<file path="src/dcache_macros.svh">
`ifndef DCACHE_MACROS_SVH
`define DCACHE_MACROS_SVH

// byte address and data word
`define DC_ADDR_W 32
`define DC_WORD_W 32

// one line holds four words
`define DC_LINE_W 128

// direct-mapped geometry
`define DC_LINES 64
`define DC_IDX_W 6

// address bits above index and the 4 offset bits
`define DC_TAG_W 22

`endif

</file>
<file path="src/dcache_pkg.sv">
`include "dcache_macros.svh"

package dcache_pkg;

    typedef logic [`DC_ADDR_W-1:0] addr_t;
    typedef logic [`DC_WORD_W-1:0] word_t;
    typedef logic [`DC_LINE_W-1:0] line_t;

    // one enable bit per byte lane, active high
    typedef logic [`DC_WORD_W/8-1:0] bmask_t;

    typedef logic [`DC_IDX_W-1:0] idx_t;
    typedef logic [`DC_TAG_W-1:0] tag_t;

    // bit 2 selects zero-extension, bits 1..0 the size
    typedef logic [2:0] acc_ctrl_t;

    typedef enum logic [1:0] {
        SZ_BYTE = 2'd0,
        SZ_HALF = 2'd1,
        SZ_WORD = 2'd2
    } acc_size_e;

    typedef enum logic [2:0] {
        IDLE,
        READ,
        READ_MISS,
        WBUF_WAIT,
        CACH_WRITE
    } dc_state_e;

endpackage

</file>
<file path="src/dcache_store_if.sv">
`timescale 1ns/1ps
`include "dcache_macros.svh"

interface dcache_store_if;

    // lookup and fill request
    logic               we;
    dcache_pkg::idx_t   idx;
    dcache_pkg::tag_t   tag;
    dcache_pkg::line_t  wline;

    // result of the lookup from the cycle before
    logic               hit;
    dcache_pkg::line_t  rline;

    modport ctrl (
        output we,
        output idx,
        output tag,
        output wline,
        input  hit,
        input  rline
    );

    modport store (
        input  we,
        input  idx,
        input  tag,
        input  wline,
        output hit,
        output rline
    );

endinterface

</file>
<file path="src/dcache_ctrl.sv">
`timescale 1ns/1ps
`include "dcache_macros.svh"

module dcache_ctrl (
    input  logic                  o_clk,
    input  logic                  i_rrst_x,
    input  logic                  i_rd_en,
    input  logic                  i_wr_en,
    input  dcache_pkg::addr_t     i_addr,
    input  dcache_pkg::word_t     i_wdata_rep,
    input  dcache_pkg::bmask_t    i_mask,
    input  logic                  i_dram_stall,
    input  dcache_pkg::line_t     i_dram_rdata,
    output logic                  o_busy,
    output dcache_pkg::line_t     o_line,
    output dcache_pkg::addr_t     o_req_addr,
    output logic                  o_dram_le,
    output logic                  o_dram_we,
    output dcache_pkg::addr_t     o_dram_addr,
    output dcache_pkg::word_t     o_dram_wdata,
    output dcache_pkg::bmask_t    o_dram_mask,
    dcache_store_if.ctrl          store
);

    dcache_pkg::dc_state_e state;
    dcache_pkg::dc_state_e state_nx;

    dcache_pkg::addr_t  r_addr;
    dcache_pkg::addr_t  r_ld_addr;
    dcache_pkg::addr_t  cur_addr;
    dcache_pkg::word_t  r_wdata;
    dcache_pkg::bmask_t r_mask;
    dcache_pkg::line_t  r_line;
    dcache_pkg::line_t  line_nx;
    dcache_pkg::line_t  slot_mask;
    dcache_pkg::line_t  slot_data;
    dcache_pkg::line_t  merged;

    logic [`DC_WORD_W-1:0] byte_bits;
    logic                  idle;
    logic                  wbuf_full;
    logic                  wbuf_empty;
    logic                  wbuf_push;

    assign idle = (state == dcache_pkg::IDLE);

    // the pending write retires in the first cycle without stall
    assign wbuf_empty = !wbuf_full || !i_dram_stall;

    // lookup uses the core address on accept, the latched one afterwards
    assign cur_addr  = idle ? i_addr : r_addr;
    assign store.idx = cur_addr[`DC_IDX_W+3:4];
    assign store.tag = cur_addr[`DC_ADDR_W-1:`DC_IDX_W+4];

    // merge the latched word into its slot of the cached line
    assign byte_bits = {{8{r_mask[3]}}, {8{r_mask[2]}}, {8{r_mask[1]}}, {8{r_mask[0]}}};
    assign slot_mask = dcache_pkg::line_t'(byte_bits) << {r_addr[3:2], 5'b00000};
    assign slot_data = dcache_pkg::line_t'(r_wdata & byte_bits) << {r_addr[3:2], 5'b00000};
    assign merged    = (store.rline & ~slot_mask) | slot_data;

    always_comb begin
        state_nx    = state;
        line_nx     = r_line;
        wbuf_push   = 1'b0;
        o_dram_le   = 1'b0;
        store.we    = 1'b0;
        store.wline = i_dram_rdata;
        case (state)
            dcache_pkg::IDLE: begin
                if (i_wr_en) begin
                    if (wbuf_empty) begin
                        wbuf_push = 1'b1;
                        state_nx  = dcache_pkg::CACH_WRITE;
                    end else begin
                        state_nx = dcache_pkg::WBUF_WAIT;
                    end
                end else if (i_rd_en) begin
                    state_nx = dcache_pkg::READ;
                end
            end
            dcache_pkg::READ: begin
                if (store.hit) begin
                    line_nx  = store.rline;
                    state_nx = dcache_pkg::IDLE;
                end else if (!i_dram_stall) begin
                    o_dram_le = 1'b1;
                    state_nx  = dcache_pkg::READ_MISS;
                end
            end
            dcache_pkg::READ_MISS: begin
                // line is only valid in the cycle stall drops
                if (!i_dram_stall) begin
                    line_nx  = i_dram_rdata;
                    store.we = 1'b1;
                    state_nx = dcache_pkg::IDLE;
                end
            end
            dcache_pkg::WBUF_WAIT: begin
                if (wbuf_empty) begin
                    wbuf_push = 1'b1;
                    state_nx  = dcache_pkg::CACH_WRITE;
                end
            end
            dcache_pkg::CACH_WRITE: begin
                // no allocate on a store miss
                if (store.hit) begin
                    store.we    = 1'b1;
                    store.wline = merged;
                end
                state_nx = dcache_pkg::IDLE;
            end
            default: begin
                state_nx = dcache_pkg::IDLE;
            end
        endcase
    end

    always_ff @(posedge o_clk) begin
        if (!i_rrst_x) begin
            state     <= dcache_pkg::IDLE;
            wbuf_full <= 1'b0;
        end else begin
            state <= state_nx;
            if (wbuf_push) begin
                wbuf_full <= 1'b1;
            end else if (!i_dram_stall) begin
                wbuf_full <= 1'b0;
            end
        end
    end

    always_ff @(posedge o_clk) begin
        if (idle && (i_rd_en || i_wr_en)) begin
            r_addr  <= i_addr;
            r_wdata <= i_wdata_rep;
            r_mask  <= i_mask;
        end
        // kept apart so load data holds across stores
        if (idle && i_rd_en) begin
            r_ld_addr <= i_addr;
        end
        r_line <= line_nx;
    end

    assign o_busy     = !idle;
    assign o_line     = r_line;
    assign o_req_addr = r_ld_addr;

    assign o_dram_we    = wbuf_push;
    assign o_dram_addr  = o_dram_le ? {r_addr[`DC_ADDR_W-1:4], 4'b0000}
                                    : {cur_addr[`DC_ADDR_W-1:2], 2'b00};
    assign o_dram_wdata = idle ? i_wdata_rep : r_wdata;
    assign o_dram_mask  = idle ? i_mask : r_mask;

    // the DRAM only samples pulses while it is not stalled
    a_no_pulse_under_stall : assert property (
        @(posedge o_clk) disable iff (!i_rrst_x)
        (o_dram_le || o_dram_we) |-> !i_dram_stall
    ) else $error("dcache_ctrl: DRAM pulse while stall is high");

    a_le_we_exclusive : assert property (
        @(posedge o_clk) disable iff (!i_rrst_x)
        !(o_dram_le && o_dram_we)
    ) else $error("dcache_ctrl: line read and word write in the same cycle");

endmodule

</file>
<file path="src/flat_wrapper.sv">
// flat-port wrapper written by rule: the top's interface ports become plain ports
module dcache_ctrl_flat 
  (o_clk, i_rrst_x, i_rd_en, i_wr_en, i_addr, i_wdata_rep, i_mask, i_dram_stall, i_dram_rdata, o_busy, o_line, o_req_addr, o_dram_le, o_dram_we, o_dram_addr, o_dram_wdata, o_dram_mask, store_we, store_idx, store_tag, store_wline, store_hit, store_rline);
  dcache_store_if store_i ();
  input  logic o_clk;
  input  logic i_rrst_x;
  input  logic i_rd_en;
  input  logic i_wr_en;
  input  dcache_pkg::addr_t i_addr;
  input  dcache_pkg::word_t i_wdata_rep;
  input  dcache_pkg::bmask_t i_mask;
  input  logic i_dram_stall;
  input  dcache_pkg::line_t i_dram_rdata;
  output logic o_busy;
  output dcache_pkg::line_t o_line;
  output dcache_pkg::addr_t o_req_addr;
  output logic o_dram_le;
  output logic o_dram_we;
  output dcache_pkg::addr_t o_dram_addr;
  output dcache_pkg::word_t o_dram_wdata;
  output dcache_pkg::bmask_t o_dram_mask;
  output wire logic [$bits(store_i.we)-1:0] store_we;
  output wire logic [$bits(store_i.idx)-1:0] store_idx;
  output wire logic [$bits(store_i.tag)-1:0] store_tag;
  output wire logic [$bits(store_i.wline)-1:0] store_wline;
  input wire logic [$bits(store_i.hit)-1:0] store_hit;
  input wire logic [$bits(store_i.rline)-1:0] store_rline;
  assign store_we = store_i.we;
  assign store_idx = store_i.idx;
  assign store_tag = store_i.tag;
  assign store_wline = store_i.wline;
  assign store_i.hit = store_hit;
  assign store_i.rline = store_rline;
  dcache_ctrl u_core (.o_clk(o_clk), .i_rrst_x(i_rrst_x), .i_rd_en(i_rd_en), .i_wr_en(i_wr_en), .i_addr(i_addr), .i_wdata_rep(i_wdata_rep), .i_mask(i_mask), .i_dram_stall(i_dram_stall), .i_dram_rdata(i_dram_rdata), .o_busy(o_busy), .o_line(o_line), .o_req_addr(o_req_addr), .o_dram_le(o_dram_le), .o_dram_we(o_dram_we), .o_dram_addr(o_dram_addr), .o_dram_wdata(o_dram_wdata), .o_dram_mask(o_dram_mask), .store(store_i));
endmodule
</file>
<file path="config.mk">
export PLATFORM = sky130hd
export DESIGN_NAME = dcache_ctrl_flat
export DESIGN_NICKNAME = d
export VERILOG_FILES = /design/src/dcache_pkg.sv /design/src/dcache_store_if.sv /design/src/dcache_ctrl.sv /design/src/flat_wrapper.sv
export VERILOG_INCLUDE_DIRS = /design/src
export SDC_FILE = /design/constraint.sdc
export NUM_CORES = 1
export LEC_CHECK = 0
export BUFFER_PORTS_ARGS = -buffer_cell sky130_fd_sc_hd__buf_2
export CAP_MARGIN = 40
export CORE_AREA = 4 4 276 278
export DETAILED_ROUTE_END_ITERATION = 6
export DIE_AREA = 0 0 280 282
export PLACE_DENSITY_LB_ADDON = 0.1
export SLEW_MARGIN = 20
export SYNTH_ARGS = -nofsm -noshare
export SYNTH_HDL_FRONTEND = slang
export SYNTH_SLANG_ARGS = --single-unit
</file>
<file path="constraint.sdc">
create_clock -name o_clk -period 20.8 [get_ports o_clk]
set_clock_uncertainty 0.15 [all_clocks]
set_input_delay 0 -clock o_clk [delete_from_list [all_inputs] [get_ports o_clk]]
set_output_delay 0 -clock o_clk [all_outputs]
set_load 0.05 [all_outputs]
</file>
==> run_results.csv <==
group,metric,value,unit
finish,fin_nets,2488,
cts,insertion_delay,0.54,ns
timing,max_slew_margin,47.20,%
timing,tns,0,ns
timing,setup_viol,0,
worst_hold_path,hp-class,"in -> reg",
detailed_routing,firstDrtPassIters,5,
synth,ys_warn_count,0,
setup_path,cp_data_arrival_time,3.78,ns
cts,cts_hold_buf,335,
synth,syn_avg_cell_area,11.32,um^2
grt,use_met3,5.225,%
detailed_routing,drtIter0Drc,664,
detailed_routing,vias_per_cell,4.145,
timing,layout_min_cycle_time,3.930,ns
finish,areaGrowthSynthToFinish,71.01,%
finish,drive_above_1_share,42.27,%
setup_path,crit_family,"buffers and inverters",
outcome,outcome,"finished clean",
pwr,p_leak,10.07,nW
detailed_routing,vias,13093,
setup_path,reg2reg_from,"u_core.state[0]",
setup_path,critPathLaunch,"u_core.state[2]",
finish,fillers,7855,
floorplan,ios,718,
synth,synth_cells,1131,
floorplan,dieArea,78960,um^2
setup_path,setup.worst_path.class,"reg -> out",
placed_design,gp_routability_congestion,0.8534,
grt,busiest_layer,"met2",
setup_path,worst_path_most_repeated_cell,"buf_4",
grt,grt_pass1_wl,95710,um
timing,hold_viol_final,0,
synth,ys_types,39,
floorplan,rows,100,
timing,grt_setup_unrepaired,"false",
grt,grtUsageMet1,19.93,%
cts,root_buffer,"clkbuf_16",
setup_path,critPathMaxFanout,61,
flow_run,timing.max_cap.violations,0,
synth,yosys_register_bits,230,
setup_path,cp-start-kind,"register",
setup_path,slowest_stage,"buf_4",
synth,ys_seq_area_share,53.61,%
setup_path,cp_num_buf_inv,4,
pwr,vdd_ir_drop_max,0.00005167,V
cts,clock-sinks,230,
detailed_routing,drc,0,
grt,grt_usage,16.52,%
synth,netlist_area,12810,um^2
placed_design,portBuffers,715,
floorplan,start_util,17.32,%
floorplan,die_w,280,um
cts,tritoncts,"built",
setup_path,cpPeakStageDelay,0.63,ns
setup_path,path_cells,"nor4bb_4 -> buf_4 -> buf_4 -> buf_4 -> nor2_1 -> a21oi_1 -> buf_2",
grt,met2_usage,28.23,%
placed_design,placed_cells,2753,
floorplan,core-area,73950,um^2
placed_design,hpwlAfterDp,52990,um
finish,fin_cells,3159,
detailed_routing,drtAntennaViolNets,0,
pwr,pwr_density_cell,81.62,nW/um^2
cts,post_cts_buffers,0,
grt,grt_pass1_vias,13502,
timing,worst_slack,16.87,ns
cts,path_clk_slew,0.06,ns
setup_path,cp.required,20.65,ns
placed_design,pre_cts_ws,17.42,ns
detailed_routing,wl_per_cell,21.99,um
cts,clk_path_buf_depth,3,
timing,tightest_slew,0.7920,ns
cts,htree_levels,2,
detailed_routing,totalWireLength,69480,um
cts,cts_buffers,35,
setup_path,critPathCaptureType,"primary output",
grt,grt_antenna_before_repair,9,
timing,fin_crit_sh,18.89,%
floorplan,die_h,282,um
timing,timing.fmax,0.2544,GHz
timing,slew_viol_final,0,
grt,grt.overflow.total,0,
cts,post_cts_resized,0,
worst_hold_path,hold_start,"i_addr[16]",
grt,grt_start_max_net_pins,89,
==> routing by layer <==
metal  vias up  share of wire [%]
met3        99                7.3
li1       6168                  -
met4         2                2.9
met2       504                 48
met5         -              0.023
met1      6320                 41
==> where the power goes <==
part	switching, mW	internal, mW	total, mW
Clock	0.235	0.320	0.555
Combinational	0.461	0.194	0.654
Sequential	0.0255	0.553	0.579
Total	0.721	1.07	1.79
==> logic make-up after synthesis <==
family,count (synthesis),share of synthesized area [%]
flops,230,53.61
buf+inv,88,4.171
other cells,1,0.02928
compound gates,211,9.808
simple gates,417,13.73
mux,184,18.65
==> synth_stat cells, drive strengths merged <==
library cell  count  share of area (%)
and2             26                1.3
nor4              2              0.098
nand3b            9               0.53
nor2b             5               0.24
nand2b            4               0.25
or2               1              0.068
mux2i            56                4.4
a22oi            72                4.2
nor3              2               0.12
a2bb2oi           1              0.068
clkbuf           24               0.77
a21o              1              0.059
inv               1              0.029
a21oi           132                5.2
a31o              1              0.068
o31a              1              0.068
mux2            128                 14
edfxtp          226                 53
nor4b             1              0.068
and3              4               0.20
buf              63                3.4
o21ai             1              0.039
nor3b             1              0.059
or3b              4               0.27
nor2            132                3.9
dfxtp             4               0.63
nor4bb            1              0.078
conb              1              0.029
nand2           225                6.6
o21bai            1              0.059
o2bb2ai           1              0.068
==> through the flow <==
step	hold WS (ns)	power, mW	cell area (um^2)	utilization (%)
2_1_floorplan	-0.05113	0.9889	12810	-
3_3_place_gp	0.02770	1.184	17240	23.31
3_5_place_dp	0.02870	1.192	17450	23.60
4_1_cts	0.003938	1.823	21830	29.52
5_1_grt	0.02571	1.874	21900	29.61
6_report	0.05198	1.788	21900	29.62
==> cells in the final DEF (no fill, tap or decap), types with 25 or more instances in the layout <==
cell	netlist	final
a21oi_1	132	132
buf_2	33	715
nand2_1	225	225
mux2_2	25	25
mux2i_1	56	56
a22oi_1	72	72
mux2_4	103	103
edfxtp_1	226	226
clkbuf_16	0	37
dlygate4sd3_1	0	335
and2_1	26	25
nor2_1	131	129
==> layout make-up <==
class / instances / area, um^2 / share of cell area, %
clock inverter: 18 / 75.07 / 0.3427
antenna: 9 / 22.52 / 0.1028
sequential: 230 / 6867 / 31.35
clock buffer: 42 / 944.7 / 4.313
inverter: 1 / 5.005 / 0.02285
tap: 969 / 1212 / 5.535
multi-input combinational: 814 / 5454 / 24.90
timing repair buffer: 1076 / 7323 / 33.43
==> sequential cells by signal, summed over array words and instances (netlist names) <==
signal and flops:
u_core.o_req_addr 32, u_core.r_mask 4, u_core.r_wdata 32, u_core.r_addr 30
u_core.wbuf_full 1, u_core.state 3, u_core.o_line 128
==> worst paths after layout <==
| check | endpoint | slack (ns) | cells past startpoint |
|---|---|---|---|
| worst max-delay path | store_wline[61] | 16.87 | 7 |
| worst min-delay path | u_core.r_addr[16] | 0.05 | 2 |
| worst max register to register | u_core.o_line[15] | 17.16 | 7 |
| worst min register to register | u_core.state[2] | 0.49 | 2 |
(Power assumes the default switching activity.)
