File: config.mk
export PLATFORM = sky130hd
export DESIGN_NAME = mem_req_decode
export DESIGN_NICKNAME = d
export VERILOG_FILES = /design/src/dcache_pkg.sv /design/src/mem_req_decode.sv
export VERILOG_INCLUDE_DIRS = /design/src
export SDC_FILE = /design/constraint.sdc
export NUM_CORES = 1
export LEC_CHECK = 0
export ABC_CLOCK_PERIOD_IN_PS = 800
export BUFFER_PORTS_ARGS = -buffer_cell sky130_fd_sc_hd__buf_2
export CAP_MARGIN = 20
export CELL_PAD_IN_SITES_DETAIL_PLACEMENT = 1
export CELL_PAD_IN_SITES_GLOBAL_PLACEMENT = 2
export CORE_UTILIZATION = 10
export DETAILED_ROUTE_END_ITERATION = 8
export PLACE_DENSITY = 0.86
export SLEW_MARGIN = 10
export SYNTH_ARGS = -nofsm -noshare
export SYNTH_HDL_FRONTEND = slang
export SYNTH_SLANG_ARGS = --single-unit
File: constraint.sdc
create_clock -name vclk -period 0.8
set_input_delay 0.16 -clock vclk [all_inputs]
set_output_delay 0.16 -clock vclk [all_outputs]
set_load 0.05 [all_outputs]
File: src/dcache_macros.svh
`ifndef DCACHE_MACROS_SVH
`define DCACHE_MACROS_SVH

// byte address and data word
`define DC_ADDR_W 32
`define DC_WORD_W 32

// one line holds four words
`define DC_LINE_W 128

// direct-mapped geometry
`define DC_LINES 64
`define DC_IDX_W 6

// address bits above index and the 4 offset bits
`define DC_TAG_W 22

`endif

File: src/dcache_pkg.sv
`include "dcache_macros.svh"

package dcache_pkg;

    typedef logic [`DC_ADDR_W-1:0] addr_t;
    typedef logic [`DC_WORD_W-1:0] word_t;
    typedef logic [`DC_LINE_W-1:0] line_t;

    // one enable bit per byte lane, active high
    typedef logic [`DC_WORD_W/8-1:0] bmask_t;

    typedef logic [`DC_IDX_W-1:0] idx_t;
    typedef logic [`DC_TAG_W-1:0] tag_t;

    // bit 2 selects zero-extension, bits 1..0 the size
    typedef logic [2:0] acc_ctrl_t;

    typedef enum logic [1:0] {
        SZ_BYTE = 2'd0,
        SZ_HALF = 2'd1,
        SZ_WORD = 2'd2
    } acc_size_e;

    typedef enum logic [2:0] {
        IDLE,
        READ,
        READ_MISS,
        WBUF_WAIT,
        CACH_WRITE
    } dc_state_e;

endpackage

File: src/mem_req_decode.sv
`timescale 1ns/1ps
`include "dcache_macros.svh"

module mem_req_decode (
    input  dcache_pkg::addr_t     i_addr,
    input  dcache_pkg::acc_ctrl_t i_ctrl,
    input  dcache_pkg::word_t     i_wdata,
    output dcache_pkg::bmask_t    o_mask,
    output dcache_pkg::word_t     o_wdata_rep
);

    dcache_pkg::acc_size_e size;

    assign size = dcache_pkg::acc_size_e'(i_ctrl[1:0]);

    // lanes follow the low address bits, data is copied into every lane
    always_comb begin
        case (size)
            dcache_pkg::SZ_BYTE: begin
                o_mask      = 4'b0001 << i_addr[1:0];
                o_wdata_rep = {4{i_wdata[7:0]}};
            end
            dcache_pkg::SZ_HALF: begin
                o_mask      = 4'b0011 << {i_addr[1], 1'b0};
                o_wdata_rep = {2{i_wdata[`DC_WORD_W/2-1:0]}};
            end
            default: begin
                o_mask      = 4'b1111;
                o_wdata_rep = i_wdata;
            end
        endcase
    end

endmodule

==> results of run 1 <==
placed cells by master (no fill, tap or decap):
master / Yosys / layout
buf_8: 1 / 7
buf_12: 0 / 4
o21bai_4: 0 / 3
buf_6: 3 / 26
o21bai_2: 0 / 1
o21ai_4: 0 / 8
nand2_1: 8 / 8
inv_1: 1 / 1
buf_4: 8 / 7
mux2i_2: 0 / 1
nor2b_4: 0 / 1
nor2_4: 1 / 2
bufbuf_16: 0 / 1
buf_2: 0 / 42
mux2i_4: 0 / 7
mux2_4: 0 / 16
cells by family (layout without fill, tap and decap cells):
| kind of cell | after synthesis | after routing |
|---|---|---|
| buf+inv | 13 | 88 |
| compound gates | 12 | 12 |
| mux | 24 | 24 |
| simple gates | 11 | 11 |
layer usage:
layer  vias up  wire (um)
li1        358          -
met1       356        903
met2        40       1390
met3         0        167
met4         0          0
met5         -          0
report_power, final:
part / switching [mW] / internal, mW / total [mW]
registers: 0 / 0 / 0
logic: 0.807 / 0.631 / 1.44
clock network: 0 / 0 / 0
worst paths after layout:
check                         to        from  cells after the start  slack [ns]
setup / recovery  o_wdata_rep[8]   i_ctrl[0]                      5       -0.35
hold / removal    o_wdata_rep[3]  i_wdata[3]                      2        0.66
per-stage QoR:
step | hold WS, ns | area, um2 | std cells
2_1_floorplan | 0.449 | 718 | 60
3_3_place_gp | 0.643 | 1130 | 199
3_5_place_dp | 0.643 | 1130 | 199
4_1_cts | 0.654 | 1520 | 202
5_1_grt | 0.661 | 1540 | 202
6_report | 0.655 | 1540 | 202
area by class of cell:
| type | count | area [um2] |
|---|---|---|
| Timing Repair Buffer | 87 | 773 |
| Inverter | 1 | 3.75 |
| Tap cell | 67 | 83.8 |
| Multi-Input combinational cell | 47 | 676 |
| Fill cell | 574 | 3340 |
what timing repair did:
action	CTS	global route
buffers inserted	2	1
gates resized for setup	90	5
pin swaps	2	0
cloned	1	0
setup endpoints to repair	28	28
==> results.yml, run 1 <==
layout:
  num_antenna_cells: 0
  synthToLayoutAreaGrowth_pct: 193
  drive_gt1_share_pct: 93.3
  seqCellArea_um2: 0
  clock_buffers: 0
  fin_nets: 204
  final_core_util_pct: 31.5
  seq_cells: 0
pwr:
  irDropWorstVdd_uv: 303
  fin_total_pwr_mw: 1.44
  pwr_density_cell_mw_per_mm2: 936
  p_leak_nw: 0.717
clock_tree:
  hold_buffers: 0
timing:
  setup_viol: 28
  fin_setup_tns_ns: -7.80
  fmax_ghz: 0.870
  fin_crit_sh_pct: 144
  drv_slew: 0
  rsz0062_at_grt: "yes"
  timing.final.crit_period_ns: 1.15
  worst_slack_ns: -0.350
  slew_headroom_pct: 85.3
  tightest_slew_ns: 0.216
  hold_viol: 0
route:
  wirelength_mm: 2.46
  wl_per_cell_um: 12.2
  drtIter0Drc: 5
  num_vias: 754
  ant_nets: 0
  drtPass1Iterations: 2
  drc: 0
  drt-vias-per-instance: 3.73
synth:
  synthXorXnorAreaFrac_pct: 0
  syn_area_per_cell_um2: 8.74
  synthCells: 60
  synthMuxAreaShare_pct: 49.6
  yosysTopAreaCell: "mux2_2"
  synth_area_um2: 524
  netlist.area_leader.share_pct: 32.2
  synth_compound_area_share_pct: 19.1
  synth_commonest_cells: "15 x mux2_2, 8 x buf_4, 8 x mux2i_1, 8 x nand2_1, 8 x o21ai_2"
  syn_nets: 127
  yosysMostFrequentCell: "mux2_2"
  synth-adder-area-share_pct: 0
  synthTopCellsByArea: "mux2_2 32%, mux2i_1 15%, o21ai_2 13%"
  synth-simple-area-share_pct: 9.79
  synth_cell_types: 13
  seq_area_frac_synth_pct: 0
  ys.warnings.count: 0
  synth_top_family_by_area: "multiplexers"
floorplanning:
  ios: 103
  core.rowCount: 25
  fp.dieH_um: 74.4
  die-area_mm2: 0.00554
  initial_core_util_pct: 10.7
  die_width_um: 74.4
  core_mm2: 0.00488
global_route:
  grt_max_degree: 9
  grt_pass1_wl_mm: 3.69
  grt_pass1_vias: 805
  gr-total-overflow: 0
  grtUsageMet2_pct: 18.1
  antenna_found_initial: 0
  grt-busiest-layer: "met2"
  grt_usage_pct: 8.41
  met3_usage_pct: 1.22
  grt_use_met1_pct: 8.83
worst_setup_path:
  end_kind: "output pin"
  critPathTopFamily: "buffers and inverters"
  crit_path_start_kind: "input pin"
  cp_data_required_time_ns: 0.64
  cp.buffers_inverters: 3
  worst-endpoint-arrival_ns: 0.99
  max_stage_delay_ns: 0.31
  cp_slowest_cell: "mux2_4"
  path_cells: "buf_8 -> nor2_4 -> buf_6 -> mux2_4 -> buf_8"
  cp_max_fo: 4
  cp_common_cell: "buf_8"
  critPathKind: "input pin to output pin"
placement:
  pre_cts_ws_ns: -0.445
  io_buffers: 72
  hpwlAfterDp_mm: 2.05
  place_congestion: 0.683
min_path:
  hold_path_class: "input pin to output pin"
job:
  maxCapViolations: 0
outcome:
  status: "complete, but fails checks"
  violations: "negative setup slack"
No activity file was read; power rests on OpenSTA's default activity.
==> inputs of run 2 (changes only) <==
--- a/config.mk
+++ b/config.mk
@@ -14,6 +14,7 @@
 export CORE_UTILIZATION = 10
 export DETAILED_ROUTE_END_ITERATION = 8
 export PLACE_DENSITY = 0.86
+export SETUP_SLACK_MARGIN = 0.5
 export SLEW_MARGIN = 10
 export SYNTH_ARGS = -nofsm -noshare
 export SYNTH_HDL_FRONTEND = slang
==> results.yml, run 2 (synthesized netlist as in run 1, its figures left out) <==
outcome:
  status: "complete, but fails checks"
  violations: "negative setup slack"
timing:
  worst_slack_ns: -0.368
  hold_viol: 0
  slew_headroom_pct: 88.7
  fin_crit_sh_pct: 146
  rsz0062_at_grt: "yes"
  tightest_slew_ns: 0.167
  worst_hold_slack_ns: 0.545
  setup_viol: 28
  fmax_ghz: 0.856
  drv_slew: 0
  timing.final.crit_period_ns: 1.17
route:
  drt-vias-per-instance: 3.79
  drtIter0Drc: 3
  wl_per_cell_um: 13.9
  drtPass1Iterations: 2
  ant_nets: 0
  wirelength_mm: 2.75
  drc: 0
  num_vias: 751
global_route:
  grt_pass1_wl_mm: 4.24
  gr-total-overflow: 0
  grt_usage_pct: 10.0
  antenna_found_initial: 0
  grt_pass1_vias: 876
  grt_max_degree: 11
layout:
  fin_nets: 200
  finalNonFillerCells: 198
  nFillCells: 538
  final_cell_mix: "26 x buf_2, 23 x buf_6, 22 x buf_8"
  seqCellArea_um2: 0
  seq_cells: 0
  drive_gt1_share_pct: 93.9
  clock_buffers: 0
  layout_commonest_cell: "buf_2"
  synthToLayoutAreaGrowth_pct: 230
  num_antenna_cells: 0
worst_setup_path:
  cp_data_required_time_ns: 0.64
  critPathKind: "input pin to output pin"
  crit_path_start_kind: "input pin"
  cp_max_fo: 6
  end_kind: "output pin"
  crit_start: "i_ctrl[0]"
  worst-endpoint-arrival_ns: 1.01
min_path:
  hold_path_class: "input pin to output pin"
  hold_depth: 2
  min_from: "i_wdata[6]"
  hold_end: "o_wdata_rep[6]"
placement:
  dpl.cell_count: 192
  place_congestion: 0.634
  hpwlAfterDp_mm: 1.93
  io_buffers: 72
floorplanning:
  initial_core_util_pct: 10.7
  ios: 103
  fp.dieH_um: 74.4
  core.rowCount: 25
  core_mm2: 0.00488
  die_width_um: 74.4
  die-area_mm2: 0.00554
pwr:
  combPwrFrac_pct: 100.0
  pwr-share-clk_pct: 0
  sw_frac_of_total_pct: 52.8
  p_int_uw: 736
  p_leak_nw: 0.783
  irDropWorstVdd_uv: 309
  pwr-share-seq_pct: 0
  pwr_density_cell_mw_per_mm2: 901
  p_switching_uw: 822
clock_tree:
  hold_buffers: 0
job:
  maxCapViolations: 0
## run 2: cell types whose count changed in the layout (fill, tap and decap cells not counted), sizes merged
cell,change
buf,-6
bufbuf,+2
## run 2: power groups by stage
stage | Clock [mW] | Combinational, mW | Sequential [mW]
floorplan | 0 | 0.924 | 0
global placement | 0 | 1.10 | 0
detailed placement | 0 | 1.11 | 0
CTS | 0 | 1.56 | 0
global route | 0 | 1.62 | 0
finish | 0 | 1.56 | 0
## run 2: what timing repair did
item                                   4_1_cts  5_1_grt
endpoints found under the hold margin        0        0
gates resized for setup                    134        3
pin swaps                                    1        2
setup buffers                                3        0
setup endpoints to repair                   36       36
gates cloned                                 3        0
## run 2: worst max-delay path, stage by stage
cell and delay [ns]:
buf_8 0.10, nor2_4 0.13, buf_12 0.14, mux2_4 0.31, buf_8 0.15
## run 2: how the worst max path moves through the flow
stage / depth (start not counted) / endpoint / slack, ns
floorplan: 2 / o_wdata_rep[10] / -0.18
global placement: 5 / o_wdata_rep[11] / -0.45
detailed placement: 5 / o_wdata_rep[9] / -0.46
CTS: 5 / o_wdata_rep[11] / -0.37
global route: 5 / o_wdata_rep[11] / -0.39
finish: 5 / o_wdata_rep[11] / -0.37
## run 2: layout make-up
cell class | count | area (um2) | area share (%)
multi-input cells | 47 | 694 | 40.2
inverters | 1 | 3.75 | 0.217
well taps | 67 | 83.8 | 4.85
repair buffers | 83 | 947 | 54.8
## run 2: per-stage QoR
stage	setup slack (ns)	cell area (um2)	util, %	setup TNS [ns]	power, mW
after floorplan	-0.177	818	-	-3.00	0.924
after global placement	-0.450	1110	22.7	-10.99	1.10
after detailed placement	-0.459	1110	22.7	-11.20	1.11
after CTS	-0.369	1720	35.2	-8.10	1.56
after global routing	-0.395	1730	35.4	-8.55	1.62
final	-0.368	1730	35.4	-7.97	1.56
## run 2: routing by layer
layer / vias to the layer above / GRT usage, % / share of wire [%]
li1: 356 / - / -
met1: 350 / 10.4 / 35
met2: 45 / 22.1 / 58
met3: 0 / 0.813 / 6.4
met4: 0 / 0 / 0
met5: - / 0 / 0
==> inputs of run 3 (changes only) <==
==> constraint.sdc (replaced) <==
create_clock -name vclk -period 0.8
set_input_delay 0.04 -clock vclk [all_inputs]
set_output_delay 0.04 -clock vclk [all_outputs]
set_load 0.05 [all_outputs]
==> results.yml, run 3 (synthesized netlist as in run 1, its figures left out) <==
outcome:
  status: "complete, but fails checks"
  violations: "negative setup slack"
floorplanning:
  core_mm2: 0.00488
  fp.dieH_um: 74.4
  ios: 103
  die-area_mm2: 0.00554
  core.rowCount: 25
  initial_core_util_pct: 10.7
  die_width_um: 74.4
worst_setup_path:
  end_kind: "output pin"
  critPathKind: "input pin to output pin"
  worst-endpoint-arrival_ns: 0.86
  cp.buffers_inverters: 3
  cp_max_fo: 4
  max_stage_delay_ns: 0.31
  critPathTopFamily: "buffers and inverters"
  path_cells: "buf_8 -> nor2_4 -> buf_6 -> mux2_4 -> buf_8"
  cp_data_required_time_ns: 0.76
  crit_start: "i_ctrl[0]"
  cp_slowest_cell: "mux2_4"
  cp_common_cell: "buf_8"
  crit_path_start_kind: "input pin"
timing:
  fin_crit_sh_pct: 113
  hold_viol: 0
  fin_setup_tns_ns: -1.39
  setup_viol: 21
  timing.final.crit_period_ns: 0.905
  tightest_slew_ns: 0.172
  worst_slack_ns: -0.105
  rsz0062_at_grt: "yes"
  fmax_ghz: 1.11
  worst_hold_slack_ns: 0.305
  drv_slew: 0
  slew_headroom_pct: 88.3
pwr:
  pwr_density_cell_mw_per_mm2: 896
  p_leak_nw: 0.806
  irDropWorstVdd_uv: 300
  fin_total_pwr_mw: 1.59
route:
  ant_nets: 0
  drtPass1Iterations: 2
  num_vias: 755
  drt-vias-per-instance: 3.72
  drtIter0Drc: 2
  wirelength_mm: 2.58
  wl_per_cell_um: 12.7
  drc: 0
global_route:
  grt_pass1_vias: 844
  antenna_found_initial: 0
  grt_max_degree: 7
  grt_usage_pct: 9.11
  grt_pass1_wl_mm: 3.95
  gr-total-overflow: 0
placement:
  pre_cts_ws_ns: -0.208
  place_congestion: 0.683
  io_buffers: 72
  hpwlAfterDp_mm: 2.02
min_path:
  hold_depth: 2
  hold_path_class: "input pin to output pin"
  min_from: "i_wdata[4]"
  hold_end: "o_wdata_rep[4]"
layout:
  drive_gt1_share_pct: 94.9
  nFillCells: 552
  seq_cells: 0
  layout_commonest_cell: "buf_8"
  num_antenna_cells: 0
  seqCellArea_um2: 0
  final_core_util_pct: 36.4
  multi_input_area_um2: 689
  fin_nets: 205
  clock_buffers: 0
  synthToLayoutAreaGrowth_pct: 239
  final_cell_mix: "31 x buf_8, 26 x buf_2, 19 x buf_6"
job:
  maxCapViolations: 0
==> run 3: worst max-delay path by stage <==
stage / end / cells after the start / slack (ns)
2_1_floorplan: o_wdata_rep[10] / 2 / 0.06
3_3_place_gp: o_wdata_rep[17] / 4 / -0.20
3_5_place_dp: o_wdata_rep[9] / 5 / -0.21
4_1_cts: o_wdata_rep[9] / 5 / -0.12
5_1_grt: o_wdata_rep[9] / 5 / -0.12
6_report: o_wdata_rep[9] / 5 / -0.10
==> run 3: power breakdown <==
group          total [mW]  switching [mW]  internal [mW]
registers               0               0              0
clock network           0               0              0
logic                1.59           0.830          0.762
==> run 3: what timing repair did <==
item,4_1_cts,5_1_grt
pin swaps,2,1
hold buffers,0,0
endpoints found under the setup margin,36,36
resized for setup,147,7
setup buffers,1,1
gates cloned,2,0
==> run 3: layout make-up <==
cell class                 count  share of cell area [%]
timing repair buffer          88                    56.3
multi-input combinational     47                    38.8
tap                           67                    4.72
inverter                       1                   0.211
==> run 3: per-layer routing <==
metal | GRT usage [%] | vias up | part of all wire, %
met5 | 0 | - | 0
met4 | 0 | 0 | 0
met3 | 1.36 | 0 | 6.1
met2 | 19.1 | 38 | 57
met1 | 9.98 | 356 | 37
li1 | - | 361 | -
==> run 3: per-stage QoR <==
step	cell area [um2]	std cells
floorplan	718	60
global placement	1130	199
detailed placement	1130	199
CTS	1740	202
global route	1780	203
finish	1780	203
